### config.mk
export PLATFORM = sky130hd
export DESIGN_NAME = core2axi_top
export DESIGN_NICKNAME = d
export VERILOG_FILES = /design/src/source/c2a_pkg.sv /design/src/source/core2axi_bridge.sv /design/src/source/c2a_err_regs.sv /design/src/source/core2axi_top.sv
export SDC_FILE = /design/constraint.sdc
export NUM_CORES = 1
export LEC_CHECK = 0
export CORE_AREA = 3 3 152 154
export DETAILED_ROUTE_END_ITERATION = 8
export DIE_AREA = 0 0 155 157
export DONT_BUFFER_PORTS = 1
export REMOVE_ABC_BUFFERS = 1
export SLEW_MARGIN = 20
export SYNTH_ARGS = -nofsm -noshare
export SYNTH_HDL_FRONTEND = slang
export SYNTH_HIERARCHICAL = 1
export SYNTH_SLANG_ARGS = --single-unit
### constraint.sdc
create_clock -name clk_i -period 4.3 [get_ports clk_i]
set_input_delay 0.43 -clock clk_i [delete_from_list [all_inputs] [get_ports clk_i]]
set_output_delay 0.43 -clock clk_i [all_outputs]
set_load 0.1 [all_outputs]
### src/source/c2a_pkg.sv
// ======================================================================
// core-to-AXI bridge package: bus widths, response codes, FSM states
// and the register map of the error/status block
// ======================================================================
package c2a_pkg;

  // bus widths
  localparam int unsigned AddrWidth     = 32;
  localparam int unsigned AxiDataWidth  = 64;
  localparam int unsigned AxiStrbWidth  = AxiDataWidth / 8;
  localparam int unsigned CoreDataWidth = 32;
  localparam int unsigned ProtWidth     = 3;

  // saturating error counter
  localparam int unsigned ErrCountWidth = 16;

  // AXI response codes
  localparam logic [1:0] RespOkay   = 2'b00;
  localparam logic [1:0] RespExOkay = 2'b01;
  localparam logic [1:0] RespSlvErr = 2'b10;
  localparam logic [1:0] RespDecErr = 2'b11;

  typedef enum logic [2:0] {
    IDLE,
    READ_WAIT,
    WRITE_DATA,
    WRITE_ADDR,
    WRITE_WAIT
  } bridge_state_e;

  // word index on the configuration port, word 3 reads as zero
  typedef enum logic [1:0] {
    REG_ERR_COUNT = 2'd0,
    REG_ERR_ADDR  = 2'd1,
    REG_CTRL      = 2'd2
  } err_reg_e;

  // SLVERR and DECERR count as errors
  function automatic logic resp_is_err(input logic [1:0] resp);
    logic is_err;
    case (resp)
      RespOkay, RespExOkay: is_err = 1'b0;
      RespSlvErr, RespDecErr: is_err = 1'b1;
      default: is_err = 1'b0;
    endcase
    return is_err;
  endfunction

endpackage

### src/source/core2axi_bridge.sv
// ======================================================================
// core data port to AXI4 bridge, one single-beat access in flight,
// 32-bit core data mapped onto a 64-bit AXI data bus
// ======================================================================
`timescale 1ns/1ps

module core2axi_bridge import c2a_pkg::*; (
  input  logic                       clk_i,
  input  logic                       rst_ni,

  // core data port
  input  logic                       data_req_i,
  input  logic                       data_we_i,
  input  logic [AddrWidth-1:0]       data_addr_i,
  input  logic [CoreDataWidth/8-1:0] data_be_i,
  input  logic [CoreDataWidth-1:0]   data_wdata_i,
  output logic                       data_gnt_o,
  output logic                       data_rvalid_o,
  output logic [CoreDataWidth-1:0]   data_rdata_o,

  // protection bits from the register block
  input  logic [ProtWidth-1:0]       axi_prot_i,

  // AW channel
  output logic [AddrWidth-1:0]       aw_addr_o,
  output logic [ProtWidth-1:0]       aw_prot_o,
  output logic                       aw_valid_o,
  input  logic                       aw_ready_i,

  // W channel
  output logic [AxiDataWidth-1:0]    w_data_o,
  output logic [AxiStrbWidth-1:0]    w_strb_o,
  output logic                       w_valid_o,
  input  logic                       w_ready_i,

  // B channel
  input  logic [1:0]                 b_resp_i,
  input  logic                       b_valid_i,
  output logic                       b_ready_o,

  // AR channel
  output logic [AddrWidth-1:0]       ar_addr_o,
  output logic [ProtWidth-1:0]       ar_prot_o,
  output logic                       ar_valid_o,
  input  logic                       ar_ready_i,

  // R channel
  input  logic [AxiDataWidth-1:0]    r_data_i,
  input  logic [1:0]                 r_resp_i,
  input  logic                       r_valid_i,
  output logic                       r_ready_o,

  // error report to the register block
  output logic                       err_pulse_o,
  output logic [AddrWidth-1:0]       err_addr_o
);

  localparam int unsigned CoreStrbWidth = CoreDataWidth / 8;
  localparam int unsigned LaneCount     = AxiDataWidth / CoreDataWidth;

  bridge_state_e state_q, state_d;

  // address of the access in flight, captured at grant
  logic [AddrWidth-1:0] addr_q;

  // main FSM
  always_comb begin
    state_d       = state_q;
    data_gnt_o    = 1'b0;
    data_rvalid_o = 1'b0;
    err_pulse_o   = 1'b0;
    aw_valid_o    = 1'b0;
    w_valid_o     = 1'b0;
    b_ready_o     = 1'b0;
    ar_valid_o    = 1'b0;
    r_ready_o     = 1'b0;

    case (state_q)
      IDLE: begin
        if (data_req_i) begin
          if (data_we_i) begin
            // address and data are offered together
            aw_valid_o = 1'b1;
            w_valid_o  = 1'b1;
            case ({aw_ready_i, w_ready_i})
              2'b11: begin
                data_gnt_o = 1'b1;
                state_d    = WRITE_WAIT;
              end
              2'b10: begin
                state_d = WRITE_DATA;
              end
              2'b01: begin
                state_d = WRITE_ADDR;
              end
              default: begin
                state_d = IDLE;
              end
            endcase
          end else begin
            ar_valid_o = 1'b1;
            if (ar_ready_i) begin
              data_gnt_o = 1'b1;
              state_d    = READ_WAIT;
            end
          end
        end
      end

      // address taken, data still pending
      WRITE_DATA: begin
        w_valid_o = 1'b1;
        if (w_ready_i) begin
          data_gnt_o = 1'b1;
          state_d    = WRITE_WAIT;
        end
      end

      // data taken, address still pending
      WRITE_ADDR: begin
        aw_valid_o = 1'b1;
        if (aw_ready_i) begin
          data_gnt_o = 1'b1;
          state_d    = WRITE_WAIT;
        end
      end

      WRITE_WAIT: begin
        b_ready_o = 1'b1;
        if (b_valid_i) begin
          data_rvalid_o = 1'b1;
          err_pulse_o   = resp_is_err(b_resp_i);
          state_d       = IDLE;
        end
      end

      READ_WAIT: begin
        r_ready_o = 1'b1;
        if (r_valid_i) begin
          data_rvalid_o = 1'b1;
          err_pulse_o   = resp_is_err(r_resp_i);
          state_d       = IDLE;
        end
      end

      default: begin
        state_d = IDLE;
      end
    endcase
  end

  always_ff @(posedge clk_i or negedge rst_ni) begin
    if (!rst_ni) begin
      state_q <= IDLE;
    end else begin
      state_q <= state_d;
    end
  end

  // the core holds the address stable until grant
  always_ff @(posedge clk_i) begin
    if (data_gnt_o) begin
      addr_q <= data_addr_i;
    end
  end

  // addresses and protection go straight through
  assign aw_addr_o = data_addr_i;
  assign ar_addr_o = data_addr_i;
  assign aw_prot_o = axi_prot_i;
  assign ar_prot_o = axi_prot_i;

  // write data replicated on both lanes, strobes pick the lane
  assign w_data_o = {LaneCount{data_wdata_i}};
  assign w_strb_o = data_addr_i[2] ? {data_be_i, {CoreStrbWidth{1'b0}}}
                                   : {{CoreStrbWidth{1'b0}}, data_be_i};

  // read lane selected by the address of the granted access
  assign data_rdata_o = addr_q[2] ? r_data_i[CoreDataWidth +: CoreDataWidth]
                                  : r_data_i[0 +: CoreDataWidth];

  assign err_addr_o = addr_q;

endmodule

### src/source/c2a_err_regs.sv
// ======================================================================
// error and status registers: saturating error count, last error
// address, control register with AXI prot bits and interrupt enable
// ======================================================================
`timescale 1ns/1ps

module c2a_err_regs import c2a_pkg::*; (
  input  logic                     clk_i,
  input  logic                     rst_ni,

  // configuration port
  input  logic                     cfg_req_i,
  input  logic                     cfg_we_i,
  input  logic [1:0]               cfg_addr_i,
  input  logic [CoreDataWidth-1:0] cfg_wdata_i,
  output logic [CoreDataWidth-1:0] cfg_rdata_o,

  // error report from the bridge
  input  logic                     err_pulse_i,
  input  logic [AddrWidth-1:0]     err_addr_i,

  output logic [ProtWidth-1:0]     axi_prot_o,
  output logic                     irq_o
);

  err_reg_e                 reg_sel;
  logic                     clr_count;
  logic                     ctrl_we;
  logic                     count_max;
  logic [ErrCountWidth-1:0] count_q;
  logic [AddrWidth-1:0]     err_addr_q;
  logic [ProtWidth-1:0]     prot_q;
  logic                     irq_en_q;
  logic                     irq_q;
  logic [CoreDataWidth-1:0] rdata_d;
  logic [CoreDataWidth-1:0] rdata_q;

  assign reg_sel   = err_reg_e'(cfg_addr_i);
  assign clr_count = cfg_req_i && cfg_we_i && (reg_sel == REG_ERR_COUNT);
  assign ctrl_we   = cfg_req_i && cfg_we_i && (reg_sel == REG_CTRL);
  assign count_max = &count_q;

  // read mux, unmapped word reads zero
  always_comb begin
    rdata_d = '0;
    case (reg_sel)
      REG_ERR_COUNT: rdata_d[ErrCountWidth-1:0] = count_q;
      REG_ERR_ADDR:  rdata_d[AddrWidth-1:0]     = err_addr_q;
      REG_CTRL:      rdata_d[ProtWidth:0]       = {irq_en_q, prot_q};
      default:       rdata_d = '0;
    endcase
  end

  always_ff @(posedge clk_i or negedge rst_ni) begin
    if (!rst_ni) begin
      count_q    <= '0;
      err_addr_q <= '0;
      prot_q     <= '0;
      irq_en_q   <= 1'b0;
      irq_q      <= 1'b0;
      rdata_q    <= '0;
    end else begin
      // a clear coinciding with an error leaves that error counted
      if (clr_count) begin
        count_q <= err_pulse_i ? ErrCountWidth'(1) : '0;
      end else if (err_pulse_i && !count_max) begin
        count_q <= count_q + 1'b1;
      end

      if (err_pulse_i) begin
        err_addr_q <= err_addr_i;
      end

      if (ctrl_we) begin
        prot_q   <= cfg_wdata_i[ProtWidth-1:0];
        irq_en_q <= cfg_wdata_i[ProtWidth];
      end

      irq_q <= irq_en_q && (count_q != '0);

      if (cfg_req_i && !cfg_we_i) begin
        rdata_q <= rdata_d;
      end
    end
  end

  assign cfg_rdata_o = rdata_q;
  assign axi_prot_o  = prot_q;
  assign irq_o       = irq_q;

endmodule

### src/source/core2axi_top.sv
// ======================================================================
// core-to-AXI bridge top level with the error and status registers
// ======================================================================
`timescale 1ns/1ps

module core2axi_top import c2a_pkg::*; (
  input  logic                       clk_i,
  input  logic                       rst_ni,

  // core data port
  input  logic                       data_req_i,
  input  logic                       data_we_i,
  input  logic [AddrWidth-1:0]       data_addr_i,
  input  logic [CoreDataWidth/8-1:0] data_be_i,
  input  logic [CoreDataWidth-1:0]   data_wdata_i,
  output logic                       data_gnt_o,
  output logic                       data_rvalid_o,
  output logic [CoreDataWidth-1:0]   data_rdata_o,

  // configuration port
  input  logic                       cfg_req_i,
  input  logic                       cfg_we_i,
  input  logic [1:0]                 cfg_addr_i,
  input  logic [CoreDataWidth-1:0]   cfg_wdata_i,
  output logic [CoreDataWidth-1:0]   cfg_rdata_o,

  // AXI master
  output logic [AddrWidth-1:0]       aw_addr_o,
  output logic [ProtWidth-1:0]       aw_prot_o,
  output logic                       aw_valid_o,
  input  logic                       aw_ready_i,
  output logic [AxiDataWidth-1:0]    w_data_o,
  output logic [AxiStrbWidth-1:0]    w_strb_o,
  output logic                       w_valid_o,
  input  logic                       w_ready_i,
  input  logic [1:0]                 b_resp_i,
  input  logic                       b_valid_i,
  output logic                       b_ready_o,
  output logic [AddrWidth-1:0]       ar_addr_o,
  output logic [ProtWidth-1:0]       ar_prot_o,
  output logic                       ar_valid_o,
  input  logic                       ar_ready_i,
  input  logic [AxiDataWidth-1:0]    r_data_i,
  input  logic [1:0]                 r_resp_i,
  input  logic                       r_valid_i,
  output logic                       r_ready_o,

  output logic                       irq_o
);

  logic                 err_pulse;
  logic [AddrWidth-1:0] err_addr;
  logic [ProtWidth-1:0] axi_prot;

  core2axi_bridge i_bridge (
    .clk_i         (clk_i),
    .rst_ni        (rst_ni),
    .data_req_i    (data_req_i),
    .data_we_i     (data_we_i),
    .data_addr_i   (data_addr_i),
    .data_be_i     (data_be_i),
    .data_wdata_i  (data_wdata_i),
    .data_gnt_o    (data_gnt_o),
    .data_rvalid_o (data_rvalid_o),
    .data_rdata_o  (data_rdata_o),
    .axi_prot_i    (axi_prot),
    .aw_addr_o     (aw_addr_o),
    .aw_prot_o     (aw_prot_o),
    .aw_valid_o    (aw_valid_o),
    .aw_ready_i    (aw_ready_i),
    .w_data_o      (w_data_o),
    .w_strb_o      (w_strb_o),
    .w_valid_o     (w_valid_o),
    .w_ready_i     (w_ready_i),
    .b_resp_i      (b_resp_i),
    .b_valid_i     (b_valid_i),
    .b_ready_o     (b_ready_o),
    .ar_addr_o     (ar_addr_o),
    .ar_prot_o     (ar_prot_o),
    .ar_valid_o    (ar_valid_o),
    .ar_ready_i    (ar_ready_i),
    .r_data_i      (r_data_i),
    .r_resp_i      (r_resp_i),
    .r_valid_i     (r_valid_i),
    .r_ready_o     (r_ready_o),
    .err_pulse_o   (err_pulse),
    .err_addr_o    (err_addr)
  );

  // the register block also steers the prot bits of the bridge
  c2a_err_regs i_err_regs (
    .clk_i       (clk_i),
    .rst_ni      (rst_ni),
    .cfg_req_i   (cfg_req_i),
    .cfg_we_i    (cfg_we_i),
    .cfg_addr_i  (cfg_addr_i),
    .cfg_wdata_i (cfg_wdata_i),
    .cfg_rdata_o (cfg_rdata_o),
    .err_pulse_i (err_pulse),
    .err_addr_i  (err_addr),
    .axi_prot_o  (axi_prot),
    .irq_o       (irq_o)
  );

endmodule

==> results of run 1 <==
## cell usage after synthesis, drive strengths merged
cell,number
o211a,1
or3,9
o21ai,26
a211oi,1
nor2,14
and4,1
nor3,8
or4,2
nor4b,1
o211ai,1
nor3b,4
nand2,28
o41ai,1
a41oi,2
nor4bb,1
and2b,2
and2,5
mux2,71
and3,2
a22oi,2
buf,151
nor2b,6
dfrtp,88
a21oi,17
nor4,4
nand2b,2
o31ai,3
a31oi,2
nand3,11
mux2i,18
nand4b,2
or3b,1
ha,4
nand3b,1
clkbuf,9
a32oi,1
a2bb2oi,1
or2,3
a22o,16
inv,6
nand4,3
edfxtp,32
## cell families (layout without fill, tap and decap cells)
logic type	after synthesis	in the layout
buf+inv	166	49
flops	120	120
simple gates	110	110
mux	89	89
compound gates	74	74
fa+ha+maj	4	4
other cells	0	3
## worst max path at each step
stage | end | slack (ps) | depth (start not counted)
2_1_floorplan | i_err_regs/count_q[9]$_DFFE_PN0P_ | 350 | 6
3_3_place_gp | i_err_regs/count_q[4]$_DFFE_PN0P_ | 1780 | 6
3_5_place_dp | i_err_regs/count_q[4]$_DFFE_PN0P_ | 1740 | 6
4_1_cts | data_gnt_o | 1540 | 4
5_1_grt | data_gnt_o | 1400 | 4
6_report | data_gnt_o | 1580 | 4
## sequential cells by signal, summed over array words and instances, names as in the netlist
signal	count
i_bridge/err_addr_o	32
i_err_regs/cfg_rdata_o	32
i_err_regs/err_addr_q	32
i_err_regs/count_q	16
i_bridge/state_q	3
i_err_regs/axi_prot_o	3
i_err_regs/irq_en_q	1
i_err_regs/irq_o	1
## through the flow
stage	hold WS, ps	power [mW]	utilization (%)
after CTS	90.3	4.70	29.8
after detailed placement	136	3.21	26.9
after floorplan	134	2.98	-
after global routing	81.7	4.85	29.8
final	115	4.64	29.8
after global placement	137	3.18	26.9
## placed cells by master (no fill, tap or decap), types with 11 or more instances in the layout
master	instances
a21oi_1	12
a22o_1	16
clkbuf_16	20
dfrtp_1	85
edfxtp_1	32
mux2_2	67
mux2i_1	18
nand2_1	28
nor2_1	11
o21ai_0	19
## power breakdown
group	total (mW)	switching, mW	internal [mW]
sequential	2.15	0.692	1.46
clock	1.44	0.518	0.919
combinational	1.05	0.706	0.345
## worst max-delay path, stage by stage, from the launching register on
cell,delay [ps]
dfrtp_1,560
nor3b_2,390
a22oi_1,170
nor2_4,110
buf_4,620
## final cells by class
| cell class | count | area, µm² |
|---|---|---|
| fill | 2190 | 15300 |
| sequential | 120 | 3170 |
| multi-input combinational | 277 | 2210 |
| clock buffer | 22 | 485 |
| tap | 280 | 350 |
| timing repair buffer | 11 | 160 |
| clock inverter | 10 | 114 |
| inverter | 6 | 22.5 |
| antenna | 3 | 7.51 |
## metal layers
layer,up-vias,share of wire (%)
met1,1793,32
met3,43,14
met4,16,2.0
met5,-,0.56
li1,1601,-
met2,266,51
==> out/results.ini, run 1 <==
[pwr]
leakage_nw = 2.55
peakVddDrop_uv = 292
power_density_nw_per_um2 = 712

[floorplanning]
die_w_um = 155
initial_core_util_pct = 29.7
rows = 54
die_h_um = 157
pin_count = 395
die_area_um2 = 24300
core-area_um2 = 21800

[timing]
worst_slew_pin_slew_ps = 1110
setup_tns_ps = 0
period_minus_slack_ps = 2720
rsz0062_at_grt = false
finalClockSkew_ps = 9.70
max_slew_margin_pct = 25.4
setup_slack_ps = 1580
setup_viol = 0
max_freq_mhz = 368
hold_viol_final = 0
min_period_over_period_pct = 63.2
slew_violations = 0

[logic_synthesis]
synthMuxAreaShare_pct = 15.2
synth_seq_cells = 120
synth-compound-area-share_pct = 7.79
yosysTopAreaCellShare_pct = 34.0
syn-instance-count = 563
synth_area_um2 = 6470
avgSynthCellArea_um2 = 11.5
synth_simple_gate_area_share_pct = 9.39
synth_xor_area_share_pct = 0
seq_area_frac_synth_pct = 48.9
netlist.top_cell.by_area = dfrtp_1
synth_area_leaders = dfrtp_1 34%, buf_4 16%, edfxtp_1 15%
synth.distinct_cells = 54
synthAdderAreaFrac_pct = 0.773
synth_top_family_by_area = buffers and inverters
yosys_warnings = 6

[setup_path]
setup.worst_path.class = reg2out
timing.rr.start = i_bridge/state_q[2]$_DFFE_PN0P_
cp_max_fo = 33
rrSetupSlack_ps = 1730
arrival_ps = 2290
cp.required_ps = 3870
end_kind = output port
rr_endpoint = i_err_regs/count_q[4]$_DFFE_PN0P_
cp-start-kind = register
setup.worst_path.start = i_bridge/state_q[1]$_DFFE_PN0P_
rr_worst_depth = 6

[drt]
drtAntennaViolNets = 0
drt_iter0_drc = 403
viasPerCell = 5.10
wl_per_cell_um = 27.0
drt_pass1_iterations = 6
routed_wl_um = 19700
drc = 0
vias = 3719

[clocking]
tritoncts = done
postCtsSetupBuffers = 0
numCtsBuffers = 17
ctsResizeCount = 0
clk_pin_slew_ps = 60
cts.sinks = 120
clock_latency_ps = 410
cts_root_buf = clkbuf_16
h-tree-depth = 4
cts_hold_buf = 2
cts_buffer_depth = 2

[layout]
fin_area_um2 = 6510
drive_gt1_share_pct = 31.2
nets = 618
instances_no_fill = 729
syn_to_final_growth_pct = 0.638

[placed_design]
io_buffer_count = 0
hpwl_um = 15000
place_ws_ps = 1740
placed_area_um2 = 5870
gp_congestion = 0.816
dp_cells = 692

[run]
maxCapViolations = 0

[global_routing]
grt_pass1_vias = 3956
use_met3_pct = 11.1
grt_pass1_wl_um = 28200
antenna_found_initial = 11
grtUsageMet2_pct = 27.7
grt_max_degree = 89
use_met1_pct = 15.3
grt_usage_pct = 15.9
grt-ovfl-total = 0
grt_busiest_layer = met2

[run_status]
status = completed

[min_path]
min_path_type = in2reg
hold_end = i_bridge/err_addr_o[26]$_DFFE_PP_
hold_depth = 0
hold_path.startpoint = data_addr_i[26]

No activity file was read; power rests on OpenSTA's default activity.
==> run 2, diff against run 1 <==
==> constraint.sdc (replaced) <==
create_clock -name clk_i -period 2.75 [get_ports clk_i]
set_input_delay 0.275 -clock clk_i [delete_from_list [all_inputs] [get_ports clk_i]]
set_output_delay 0.275 -clock clk_i [all_outputs]
set_load 0.1 [all_outputs]
==> run 2 against run 1 <==
Power is 56% higher; critical path depth is 3 higher; first-iteration DRC count is 39% lower; via count is 4.4% higher; global-route usage is 0.072 points higher; non-clock buffer count is 51 higher; sequential share of layout area is 3.1 points lower; critical path type is now reg2reg; critical endpoint is now i_err_regs/count_q[15]$_DFFE_PN0P_; largest power group unchanged; highest routed layer unchanged.
==> out/results.ini, run 2 (synthesis gave the netlist of run 1 again) <==
[run_status]
status = completed

[placed_design]
io_buffer_count = 0
hpwl_um = 15200
gp_congestion = 0.806

[global_routing]
grt_usage_pct = 16.0
grt-ovfl-total = 0
grt_max_degree = 89
grt_pass1_wl_um = 28300
grt_pass1_vias = 4063
antenna_found_initial = 9

[drt]
drc = 0
drtAntennaViolNets = 0
wl_per_cell_um = 25.2
drt_pass1_iterations = 4
vias = 3881
viasPerCell = 4.97
drt_iter0_drc = 244
routed_wl_um = 19700

[min_path]
hold_depth = 2
hold_end = i_bridge/state_q[2]$_DFFE_PN0P_
hold_path.startpoint = b_valid_i
min_path_type = in2reg

[timing]
setup_viol = 0
finalClockSkew_ps = 6.55
period_minus_slack_ps = 2460
slew_violations = 0
hold_viol_final = 0
max_slew_margin_pct = 36.1
min_period_over_period_pct = 89.5
rsz0062_at_grt = false
worst_slew_pin_slew_ps = 966
max_freq_mhz = 406

[clocking]
cts.sinks = 120
clk_pin_slew_ps = 60
postCtsSetupBuffers = 0
cts_buffer_depth = 2
numCtsBuffers = 17
h-tree-depth = 4
cts_root_buf = clkbuf_16
clock_latency_ps = 410
tritoncts = done

[layout]
post-route-util_pct = 31.9
syn_to_final_growth_pct = 7.48
final_common_cell = dfrtp_1
nets = 669
fill_cells = 2191
final_cell_mix = 85 x dfrtp_1, 67 x mux2_2, 37 x dlygate4sd3_1
drive_gt1_share_pct = 30.2

[floorplanning]
die_h_um = 157
initial_core_util_pct = 29.7
die_area_um2 = 24300
die_w_um = 155
pin_count = 395
core-area_um2 = 21800
rows = 54

[pwr]
pwr-share-comb_pct = 26.1
p_int_mw = 4.24
p_seq_share_pct = 44.8
power_switching_mw = 2.98
power_density_nw_per_um2 = 1040
leakage_nw = 2.76
clkPwrFrac_pct = 29.2
peakVddDrop_uv = 559
fin_total_pwr_mw = 7.22
swShare_pct = 41.3

[setup_path]
crit_family = simple AND/OR/NAND/NOR gates
slowest_stage = dfrtp_1
rr_endpoint = i_err_regs/count_q[15]$_DFFE_PN0P_
cp_cell_sequence = and2b_2, nand3_1, a21oi_4, nand3_1, or3_1, nor4_1, nor3_1
setup.worst_path.class = reg2reg
end_kind = register
arrival_ps = 2740
rrSetupSlack_ps = 290
cp_max_fo = 11
cp.required_ps = 3030
cp-start-kind = register
rr_worst_depth = 7
path_buf_inv = 0
slowest_delay_ps = 510
timing.rr.start = i_bridge/state_q[0]$_DFFE_PN0P_
worst_path_most_repeated_cell = nand3_1

[run]
maxCapViolations = 0

## run 2: changes by cell type in the layout (fill, tap and decap cells not counted), sizes merged
cell         delta
clkinvlp        -2
dlygate4sd3    +36
clkbuf          -2
buf            +15
inv             -3
clkinv          +7
diode           +1
## run 2: what timing repair did
item / 4_1_cts / 5_1_grt
hold endpoints to repair: 124 / 0
hold buffers: 38 / 0
resized for setup: 0 / 0
## run 2: worst register-to-register path, cell delays in order (launching register included)
cell and delay (ps):
dfrtp_1 510, and2b_2 290, nand3_1 130, a21oi_4 410
nand3_1 160, or3_1 370, nor4_1 370, nor3_1 100
## run 2: layout make-up
type	count	area (µm²)	area share (%)
tap	280	350	5.04
clock inverter	12	108	1.55
sequential	120	3170	45.5
multi-input combinational	277	2210	31.7
inverter	6	22.5	0.324
timing repair buffer	62	646	9.28
clock buffer	20	447	6.42
antenna	4	10.0	0.144
## run 2: how the worst max path moves through the flow
stage | start | cells after the start | to | slack (ps)
final | i_bridge/state_q[0]$_DFFE_PN0P_ | 7 | i_err_regs/count_q[15]$_DFFE_PN0P_ | 290
after detailed placement | i_bridge/state_q[0]$_DFFE_PN0P_ | 6 | i_err_regs/count_q[9]$_DFFE_PN0P_ | 360
after global placement | i_bridge/state_q[0]$_DFFE_PN0P_ | 6 | i_err_regs/count_q[9]$_DFFE_PN0P_ | 400
after CTS | i_bridge/state_q[0]$_DFFE_PN0P_ | 6 | i_err_regs/count_q[9]$_DFFE_PN0P_ | 330
after global routing | i_bridge/state_q[0]$_DFFE_PN0P_ | 7 | i_err_regs/count_q[15]$_DFFE_PN0P_ | 150
after floorplan | i_bridge/state_q[0]$_DFFE_PN0P_ | 6 | i_err_regs/count_q[9]$_DFFE_PN0P_ | -1200
## run 2: metrics by stage
| step | instances | TNS, ps | area [µm²] | worst slack (ps) | hold WS, ps |
|---|---|---|---|---|---|
| 2_1_floorplan | 403 | -68990 | 5330 | -1200 | -20.6 |
| 3_3_place_gp | 707 | 0 | 5990 | 404 | -18.5 |
| 3_5_place_dp | 707 | 0 | 5990 | 359 | -18.3 |
| 4_1_cts | 777 | 0 | 6950 | 332 | 11.4 |
| 5_1_grt | 780 | 0 | 6950 | 153 | 12.4 |
| 6_report | 781 | 0 | 6960 | 289 | 34.3 |
## run 2: power by group through the flow
stage | combinational, mW | sequential (mW) | clock [mW]
final | 1.88 | 3.23 | 2.11
after global routing | 1.99 | 3.29 | 2.23
after CTS | 1.90 | 3.24 | 2.16
after detailed placement | 1.82 | 3.27 | 0
after global placement | 1.78 | 3.24 | 0
after floorplan | 1.35 | 3.31 | 0
## run 2: per-layer routing
metal	wire [µm]	global-route usage, %
met3	2660	10.2
met5	62	0
met1	6530	15.9
met2	9960	27.4
met4	500	5.00
